==> config.mk <==
export PLATFORM = sky130hd
export DESIGN_NAME = token_sequencer_flat
export DESIGN_NICKNAME = d
export VERILOG_FILES = /design/src/hdl/huff_pkg.sv /design/src/hdl/sym_if.sv /design/src/hdl/token_sequencer.sv /design/src/flat_wrapper.sv
export SDC_FILE = /design/constraint.sdc
export NUM_CORES = 1
export LEC_CHECK = 0
export BUFFER_PORTS_ARGS = -buffer_cell sky130_fd_sc_hd__buf_2
export CAP_MARGIN = 10
export CELL_PAD_IN_SITES_DETAIL_PLACEMENT = 1
export CELL_PAD_IN_SITES_GLOBAL_PLACEMENT = 1
export CORE_MARGIN = 2
export CORE_UTILIZATION = 36
export CTS_CLUSTER_DIAMETER = 120
export DETAILED_ROUTE_END_ITERATION = 12
export PLACE_DENSITY = 0.78
export REMOVE_ABC_BUFFERS = 1
export SYNTH_ARGS = -nofsm -noshare
export SYNTH_HDL_FRONTEND = slang
export SYNTH_SLANG_ARGS = --single-unit
==> constraint.sdc <==
create_clock -name xclk -period 1.8 [get_ports xclk]
set_input_delay 0.36 -clock xclk [delete_from_list [all_inputs] [get_ports xclk]]
set_output_delay 0.36 -clock xclk [all_outputs]
set_load 0.01 [all_outputs]
==> src/hdl/huff_pkg.sv <==
// shared types for the JPEG entropy coder; values assumed in -2047..2047 (size up to 11)
// FIFO_DEPTH must stay a power of two, pointers wrap naturally
package huff_pkg;

    localparam int FIFO_DEPTH = 4;                // input token buffer
    localparam int FIFO_AW    = $clog2(FIFO_DEPTH);
    localparam int PIPE_DEPTH = 4;                // symbol issue to out_valid
    localparam int DRAIN_W    = $clog2(PIPE_DEPTH + 1);

    localparam logic [7:0] EOB_SYMBOL = 8'h00;    // end of block
    localparam logic [7:0] F0_SYMBOL  = 8'hf0;    // 16 zeros

    typedef logic [15:0] token_t;      // run-length prepared input word
    typedef logic [11:0] value_t;      // signed coefficient
    typedef logic [3:0]  size_t;       // size category 0..11
    typedef logic [3:0]  run_t;        // zeros before an AC value
    typedef logic [1:0]  f0_cnt_t;     // pending 16-zero groups
    typedef logic [10:0] literal_t;    // literal, right aligned
    typedef logic [8:0]  tab_addr_t;   // {color, symbol}
    typedef logic [19:0] tab_entry_t;  // {len (0 = 16), code}
    typedef logic [26:0] out_bits_t;   // msb aligned output word
    typedef logic [4:0]  out_len_t;    // bits used in out_bits_t

    typedef logic [FIFO_AW-1:0] fifo_ptr_t;
    typedef logic [FIFO_AW:0]   fifo_cnt_t;   // 0..FIFO_DEPTH
    typedef logic [DRAIN_W-1:0] drain_cnt_t;  // 0..PIPE_DEPTH

    typedef enum logic [1:0] {
        SYM_DC,
        SYM_AC,
        SYM_EOB,
        SYM_F0
    } sym_kind_e;

    typedef enum logic [1:0] {
        ST_IDLE,   // between frames
        ST_RUN,    // decoding tokens
        ST_F0,     // expanding a long zero run
        ST_DRAIN   // last word issued, waiting for pipe to empty
    } seq_state_e;

endpackage

==> src/hdl/sym_if.sv <==
// one symbol per cycle from the sequencer to the magnitude coder, no back-pressure
`timescale 1ns/1ps
interface sym_if;

    logic                valid;   // symbol strobe
    huff_pkg::sym_kind_e kind;    // DC / AC / EOB / F0
    logic                color;   // 0 luma, 1 chroma
    huff_pkg::run_t      run;     // zeros before an AC value
    huff_pkg::value_t    value;   // signed value, zero for EOB/F0

    modport src (
        output valid,
        output kind,
        output color,
        output run,
        output value
    );

    modport dst (
        input valid,
        input kind,
        input color,
        input run,
        input value
    );

endinterface

==> src/hdl/token_sequencer.sv <==
// decodes tokens into symbols, expands zero runs into F0 codes, times flush
// a new frame is not read until flush of the previous last block has gone out
`timescale 1ns/1ps
module token_sequencer (
    input  logic               xclk,
    input  logic               rst,
    input  logic               pop_valid,
    input  huff_pkg::token_t   pop_token,
    input  huff_pkg::f0_cnt_t  f0_pending,
    output logic               pop,
    output logic               f0_load,
    output huff_pkg::f0_cnt_t  f0_init,
    output logic               f0_take,
    output logic               flush,
    output logic               last_block,
    sym_if.src                 sym
);

    huff_pkg::seq_state_e state;
    huff_pkg::seq_state_e state_nxt;
    huff_pkg::drain_cnt_t drain_cnt;   // cycles since final issue
    huff_pkg::run_t       run_q;       // low run held for next AC
    huff_pkg::sym_kind_e  kind_nxt;
    logic                 color_q;     // from last DC token
    logic                 issue;
    logic                 is_dc;
    logic                 is_ac;
    logic                 is_rll;
    logic                 is_eob;
    logic                 last_word;
    logic                 drain_done;

    assign is_dc  = pop_token[15] && pop_token[14];
    assign is_ac  = pop_token[15] && !pop_token[14];
    assign is_rll = !pop_token[15] && !pop_token[12];
    assign is_eob = !pop_token[15] && pop_token[12];
    assign last_word = (is_ac && pop_token[12]) || is_eob;  // closes a block

    assign pop = pop_valid && (state == huff_pkg::ST_IDLE || state == huff_pkg::ST_RUN);
    assign f0_load = pop && is_rll && (pop_token[5:4] != 2'd0);
    assign f0_init = pop_token[5:4];               // groups of 16 zeros
    assign f0_take = (state == huff_pkg::ST_F0);   // one F0 per cycle
    assign drain_done = (drain_cnt == huff_pkg::drain_cnt_t'(huff_pkg::PIPE_DEPTH));

    always_comb begin
        issue    = 1'b0;
        kind_nxt = huff_pkg::SYM_EOB;
        if (f0_take) begin
            issue    = 1'b1;
            kind_nxt = huff_pkg::SYM_F0;
        end else if (pop && !is_rll) begin   // zero run issues nothing itself
            issue = 1'b1;
            if (is_dc) kind_nxt = huff_pkg::SYM_DC;
            else if (is_ac) kind_nxt = huff_pkg::SYM_AC;
        end
    end

    always_comb begin
        state_nxt = state;
        case (state)
            huff_pkg::ST_IDLE, huff_pkg::ST_RUN: begin
                if (pop) begin
                    if (f0_load) state_nxt = huff_pkg::ST_F0;
                    else if (last_block && last_word) state_nxt = huff_pkg::ST_DRAIN;
                    else state_nxt = huff_pkg::ST_RUN;
                end
            end
            huff_pkg::ST_F0: if (f0_pending == 2'd1) state_nxt = huff_pkg::ST_RUN;
            huff_pkg::ST_DRAIN: if (drain_done) state_nxt = huff_pkg::ST_IDLE;
            default: state_nxt = huff_pkg::ST_IDLE;
        endcase
    end

    always_ff @(posedge xclk) begin
        if (rst) begin
            state      <= huff_pkg::ST_IDLE;
            drain_cnt  <= '0;
            run_q      <= '0;
            color_q    <= 1'b0;
            flush      <= 1'b0;
            last_block <= 1'b0;
            sym.valid  <= 1'b0;
        end else begin
            state     <= state_nxt;
            drain_cnt <= (state == huff_pkg::ST_DRAIN) ? drain_cnt + 1'b1 : '0;
            flush     <= (state == huff_pkg::ST_DRAIN) && drain_done;  // after final out_valid
            sym.valid <= issue;
            if (pop) run_q <= is_rll ? pop_token[3:0] : 4'd0;  // any other token clears it
            if (pop && is_dc) color_q <= pop_token[13];
            if (pop && is_dc && pop_token[12]) last_block <= 1'b1;  // last block begins
            else if (flush) last_block <= 1'b0;
        end
    end

    // symbol payload, meaningful only with sym.valid
    always_ff @(posedge xclk) begin
        sym.kind  <= kind_nxt;
        sym.color <= (pop && is_dc) ? pop_token[13] : color_q;
        sym.run   <= (pop && is_ac) ? run_q : 4'd0;
        sym.value <= (pop && (is_dc || is_ac)) ? pop_token[11:0] : 12'd0;
    end

    // F0 codes only while the counter still holds groups
    a_f0_pending: assert property (@(posedge xclk) disable iff (rst)
        f0_take |-> (f0_pending != 2'd0));

endmodule

==> src/flat_wrapper.sv <==
// flat-port wrapper written by rule: the top's interface ports become plain ports
module token_sequencer_flat 
  (xclk, rst, pop_valid, pop_token, f0_pending, pop, f0_load, f0_init, f0_take, flush, last_block, sym_valid, sym_kind, sym_color, sym_run, sym_value);
  sym_if sym_i ();
  input  logic xclk;
  input  logic rst;
  input  logic pop_valid;
  input  huff_pkg::token_t pop_token;
  input  huff_pkg::f0_cnt_t f0_pending;
  output logic pop;
  output logic f0_load;
  output huff_pkg::f0_cnt_t f0_init;
  output logic f0_take;
  output logic flush;
  output logic last_block;
  output wire logic [$bits(sym_i.valid)-1:0] sym_valid;
  output wire logic [$bits(sym_i.kind)-1:0] sym_kind;
  output wire logic [$bits(sym_i.color)-1:0] sym_color;
  output wire logic [$bits(sym_i.run)-1:0] sym_run;
  output wire logic [$bits(sym_i.value)-1:0] sym_value;
  assign sym_valid = sym_i.valid;
  assign sym_kind = sym_i.kind;
  assign sym_color = sym_i.color;
  assign sym_run = sym_i.run;
  assign sym_value = sym_i.value;
  token_sequencer u_core (.xclk(xclk), .rst(rst), .pop_valid(pop_valid), .pop_token(pop_token), .f0_pending(f0_pending), .pop(pop), .f0_load(f0_load), .f0_init(f0_init), .f0_take(f0_take), .flush(flush), .last_block(last_block), .sym(sym_i));
endmodule
==> results.sh, run 1 <==
export IMPL_grt_max_degree=19
export IMPL_crit_path_end_kind="output pin"
export IMPL_slew_headroom_pct=80.63
export IMPL_antenna_found_initial=0
export IMPL_synth_cells=104
export IMPL_cts_inserted_buffers=5
export IMPL_gr_total_overflow=0
export IMPL_fin_setup_tns_ns=0
export IMPL_hold_viol_final=0
export IMPL_layout_drive_gt1_share_pct=41.18
export IMPL_cts_setup_buffers=0
export IMPL_design_core_area_um2=3003
export IMPL_clockRootBuffer="clkbuf_4"
export IMPL_min_delay_path_class="in -> reg"
export IMPL_syn2layout_area_growth_pct=28.35
export IMPL_grt_use_total_pct=15.56
export IMPL_yosysUniqueCellTypes=32
export IMPL_routed_wl_um=2491
export IMPL_fp_dieH_um=59.81
export IMPL_dieArea_um2=3577
export IMPL_ioPinCount=48
export IMPL_power_leakage_uw=0.0007247
export IMPL_htree_levels=2
export IMPL_post_route_min_period_ns=1.672
export IMPL_yosys_area_top_type="dfxtp_1"
export IMPL_synth_top_area_share_pct=57.14
export IMPL_viasPerCell=4.742
export IMPL_dr_pass1_iters=2
export IMPL_vdd_drop_max_mv=0.3627
export IMPL_row_count=20
export IMPL_final_common_cell="buf_2"
export IMPL_final_cell_mix="buf_2, dfxtp_1, and3_1, nor2_1, clkbuf_4"
export IMPL_worstSetupPathType="reg -> out"
export IMPL_outcome="finished clean"
export IMPL_avgSynthCellArea_um2=10.78
export IMPL_cts_tree="built"
export IMPL_report_final_slew_viol_count=0
export IMPL_yosys_warnings=0
export IMPL_start_util_pct=37.33
export IMPL_die_w_um=59.81
export IMPL_max_freq_mhz=598.1
export IMPL_drv_cap=0
export IMPL_cp_required_ns=1.44
export IMPL_drtIter0Drc=8
export IMPL_fin_util_pct=47.92
export IMPL_worst_slew_pin_transition_ns=0.2893
export IMPL_clock_sinks=32
export IMPL_p_per_area_nw_per_um2=976.2
export IMPL_arrival_ns=1.31
export IMPL_crit_fanout=15
export IMPL_antenna_left=0
export IMPL_antenna_cells=0
export IMPL_grt_pass1_vias=876
export IMPL_route_detailed_drc=0
export IMPL_clock_path_buffers=2
export IMPL_fin_crit_sh_pct=92.88
export IMPL_rsz0062_at_grt="no"
export IMPL_clkTransAtPathRegs_ns=0.10
export IMPL_setup_violations_final=0
export IMPL_ys_ff_latch=32
export IMPL_finClkSkew_ns=0.01275
export IMPL_grt_pass1_wl_um=3933
export IMPL_place_gp_congestion=0.7108
export IMPL_critPathLaunchType="flip-flop"
export IMPL_path_cells="nand2b_4, inv_4, and3_1, buf_2"
export IMPL_yosysSeqAreaShare_pct=57.14
export IMPL_synth_area_leaders="dfxtp_1, and3_1, nor2_1"
export IMPL_slowest_delay_ns=0.42
export IMPL_wl_per_cell_um=13.39
export IMPL_slowest_stage="dfxtp_2"
export IMPL_syn_area_um2=1121
export IMPL_final_nets=175
export IMPL_dpl_hpwl_um=1952
export IMPL_vias=882
export IMPL_clk_latency_ns=0.33
export IMPL_io_buffers=47
==> layer usage <==
layer,up-vias,global-route usage [%],part of all wire [%]
met2,24,26.71,52
met3,6,6.277,5.5
met5,-,0,0
met4,0,7.619,1.8
met1,404,16.35,41
li1,448,-,-
==> state kept, by name (all words and copies together) (netlist names) <==
| register | cells |
|---|---|
| u_core.color_q | 1 |
| u_core.drain_cnt | 3 |
| u_core.flush | 1 |
| u_core.last_block | 1 |
| u_core.run_q | 4 |
| u_core.state | 2 |
| u_core.sym.color | 1 |
| u_core.sym.kind | 2 |
| u_core.sym.run | 4 |
| u_core.sym.valid | 1 |
| u_core.sym.value | 12 |
==> worst paths after layout <==
check,start,to,slack [ns],depth (start not counted)
setup / recovery,u_core.state[1],f0_load,0.13,4
hold / removal,pop_token[6],u_core.sym.value[6],0.25,2
setup reg to reg,u_core.state[1],u_core.color_q,0.60,3
hold reg to reg,u_core.drain_cnt[0],u_core.drain_cnt[0],0.47,1
==> cells by family (layout without fill, tap and decap cells) <==
logic type	count (synthesis)	count (layout)	share of synthesized area, %
mux	1	1	1.339
compound gates	10	10	6.919
xor+xnor	1	1	0.7814
fa+ha+maj	2	2	2.232
simple gates	49	49	27.12
flops	32	32	57.14
buf+inv	9	58	4.464
==> metrics by stage <==
step | total power, uW | worst slack, ns | hold WS [ns] | cell area [um2] | cells
after CTS | 1426 | 0.07454 | 0.2325 | 1436 | 186
after global routing | 1469 | 0.04966 | 0.2447 | 1439 | 186
after global placement | 892.8 | 0.3569 | 0.4318 | 1359 | 178
after floorplan | 823.6 | 0.5498 | 0.4173 | 1082 | 98
after detailed placement | 898.4 | 0.3449 | 0.4524 | 1359 | 178
final | 1405 | 0.1282 | 0.2510 | 1439 | 186
==> cell usage after synthesis, drive strengths merged <==
cell type  number
ha              2
nand3b          1
and3           14
a21oi           1
mux2            1
nor2b           3
and2            4
inv             3
o21ai           1
a32oi           1
nand4           1
nor4b           1
buf             4
nand4b          1
o21ba           1
or2             2
nand2b          5
nor2           11
xnor2           1
dfxtp          32
nor3            1
o32ai           1
nand3           2
nand2           3
a22oi           4
clkbuf          2
a32o            1
==> worst max-delay path, delay by kind of cell, from the launching register on <==
family	cells	cell delay [ns]
DFF	1	0.42
and+or+nand+nor	2	0.35
buffers and inverters	2	0.21
==> report_power, final <==
part	total (uW)	internal, uW	switching (uW)
logic	135	63.3	71.5
clock network	523	291	232
registers	747	734	12.7
==> final cells by class <==
| type | instances | area (um2) |
|---|---|---|
| Tap cell | 33 | 41.29 |
| Timing Repair Buffer | 47 | 235.2 |
| Clock inverter | 2 | 35.03 |
| Inverter | 3 | 13.76 |
| Fill cell | 377 | 1564 |
| Multi-Input combinational cell | 63 | 430.4 |
| Sequential cell | 32 | 641.9 |
| Clock buffer | 6 | 41.29 |
==> repair_timing <==
item	4_1_cts	5_1_grt
endpoints found under the setup margin	1	1
hold endpoints to repair	0	0
gates resized for setup	1	1
hold buffers	0	0
(Power assumes the default switching activity.)
==> inputs of run 2 (changes only) <==
BUFFER_PORTS_ARGS = -buffer_cell sky130_fd_sc_hd__buf_4   (was -buffer_cell sky130_fd_sc_hd__buf_2)
==> results.sh, run 2 (synthesis results as in run 1) <==
export IMPL_grt_pass1_wl_um=4229
export IMPL_final_common_cell="buf_4"
export IMPL_finClkSkew_ns=0.007466
export IMPL_largestRegisters="u_core.sym.value (12), u_core.run_q (4), u_core.sym.run (4)"
export IMPL_grt_use_total_pct=16.83
export IMPL_crit_fanout=15
export IMPL_ioPinCount=48
export IMPL_largest_register_ffs=12
export IMPL_io_buffers=47
export IMPL_rsz0062_at_grt="no"
export IMPL_clk_latency_ns=0.33
export IMPL_pwr_share_seq_pct=58.5
export IMPL_max_freq_mhz=594.0
export IMPL_dieArea_um2=3577
export IMPL_fin_util_pct=50.83
export IMPL_vdd_drop_max_mv=0.3400
export IMPL_clockRootBuffer="clkbuf_4"
export IMPL_slew_headroom_pct=80.75
export IMPL_p_comb_share_pct=12.6
export IMPL_crit_path_end_kind="output pin"
export IMPL_power_leakage_uw=0.0007327
export IMPL_cts_inserted_buffers=5
export IMPL_syn2layout_area_growth_pct=36.16
export IMPL_route_detailed_drc=0
export IMPL_place_gp_congestion=0.6841
export IMPL_slowest_stage="dfxtp_2"
export IMPL_fillers=349
export IMPL_intPower_uw=966.1
export IMPL_clock_sinks=32
export IMPL_grt_max_degree=19
export IMPL_routed_wl_um=2638
export IMPL_htree_levels=2
export IMPL_design_core_area_um2=3003
export IMPL_path_cells="nand2b_4, inv_4, and3_1, buf_4"
export IMPL_worst_slew_pin_transition_ns=0.2876
export IMPL_fp_dieH_um=59.81
export IMPL_dpl_hpwl_um=1968
export IMPL_min_delay_path_class="in -> reg"
export IMPL_die_w_um=59.81
export IMPL_cts_setup_buffers=0
export IMPL_worst_slack_ns=0.1166
export IMPL_outcome="finished clean"
export IMPL_final_cell_mix="buf_4, dfxtp_1, and3_1, nor2_1, clkbuf_4"
export IMPL_cts_tree="built"
export IMPL_wl_per_cell_um=14.26
export IMPL_fin_setup_tns_ns=0
export IMPL_sw_frac_of_total_pct=24.42
export IMPL_place_ws_ns=0.3295
export IMPL_power_switching_uw=312.1
export IMPL_cts_hold_buf=0
export IMPL_setup_violations_final=0
export IMPL_hold_viol_final=0
export IMPL_critPathLaunchType="flip-flop"
export IMPL_slowest_delay_ns=0.42
export IMPL_final_nets=175
export IMPL_cp_required_ns=1.44
export IMPL_worstSetupPathType="reg -> out"
export IMPL_arrival_ns=1.32
export IMPL_grt_pass1_vias=934
export IMPL_clock_path_buffers=2
export IMPL_stdcell_area_um2=1526
export IMPL_vias=919
export IMPL_post_route_min_period_ns=1.683
export IMPL_final_cells=185
export IMPL_start_util_pct=37.33
export IMPL_antenna_left=0
export IMPL_row_count=20
export IMPL_gr_total_overflow=0
export IMPL_placedCellCount=178
export IMPL_antenna_found_initial=0
export IMPL_clkTransAtPathRegs_ns=0.09
export IMPL_top_register="u_core.sym.value"
export IMPL_layout_drive_gt1_share_pct=40.79
export IMPL_drv_cap=0
export IMPL_report_final_slew_viol_count=0
export IMPL_drtIter0Drc=4
export IMPL_fin_crit_sh_pct=93.52
export IMPL_p_per_area_nw_per_um2=837.4
export IMPL_antenna_cells=0
export IMPL_clkPwrFrac_pct=28.9
export IMPL_viasPerCell=4.968
export IMPL_dr_pass1_iters=4
export IMPL_postPlaceCellArea_um2=1476
[run 2: cell types whose count changed in the layout (fill, tap and decap cells not counted)]
cell,before,now
buf_4,0,47
buf_2,47,0
bufinv_16,1,0
[run 2: per-layer routing]
| metal | share of wire (%) | wire length, um | vias up | track usage (%) |
|---|---|---|---|---|
| met1 | 39 | 1025 | 440 | 16.94 |
| met5 | 0 | 0 | - | 0 |
| met4 | 1.7 | 45 | 0 | 6.667 |
| li1 | - | - | 446 | - |
| met2 | 54 | 1418 | 27 | 30.12 |
| met3 | 5.6 | 149 | 6 | 7.359 |
[run 2: worst paths after layout]
| kind | startpoint | end | slack, ns | cells past startpoint |
|---|---|---|---|---|
| setup / recovery | u_core.state[1] | f0_load | 0.12 | 4 |
| hold / removal | rst | u_core.color_q | 0.27 | 2 |
| setup reg to reg | u_core.state[1] | u_core.color_q | 0.65 | 3 |
| hold reg to reg | u_core.drain_cnt[0] | u_core.drain_cnt[0] | 0.46 | 1 |
[run 2: power groups by stage]
| stage | Combinational [uW] | Sequential [uW] | Clock [uW] |
|---|---|---|---|
| after global routing | 178 | 752 | 420 |
| after global placement | 158 | 763 | 0 |
| final | 161 | 748 | 369 |
| after floorplan | 52.3 | 771 | 0 |
| after CTS | 162 | 749 | 388 |
| after detailed placement | 161 | 765 | 0 |
[run 2: metrics by stage]
step | hold slack [ns] | total power [uW]
6_report | 0.2711 | 1278
2_1_floorplan | 0.4173 | 823.6
5_1_grt | 0.2482 | 1350
3_5_place_dp | 0.4490 | 926.1
4_1_cts | 0.2522 | 1300
3_3_place_gp | 0.4335 | 920.2
[run 2: area by class of cell]
cell class / instances / area, um2 / area share [%]
Multi-Input combinational cell: 63 / 430.4 / 28.20
Timing Repair Buffer: 47 / 352.8 / 23.11
Clock inverter: 1 / 5.005 / 0.3279
Inverter: 3 / 13.76 / 0.9016
Clock buffer: 6 / 41.29 / 2.705
Tap cell: 33 / 41.29 / 2.705
Sequential cell: 32 / 641.9 / 42.05
[run 2: critical path: cells and delay by family (launching register included)]
kind | cells | cell delay [ns]
buffers and inverters | 2 | 0.22
and+or+nand+nor | 2 | 0.36
DFF | 1 | 0.42
[run 2: repair_timing]
action                     4_1_cts  5_1_grt
pin swaps                        0        0
resized for setup                1        1
setup endpoints to repair        1        1
cloned                           0        0
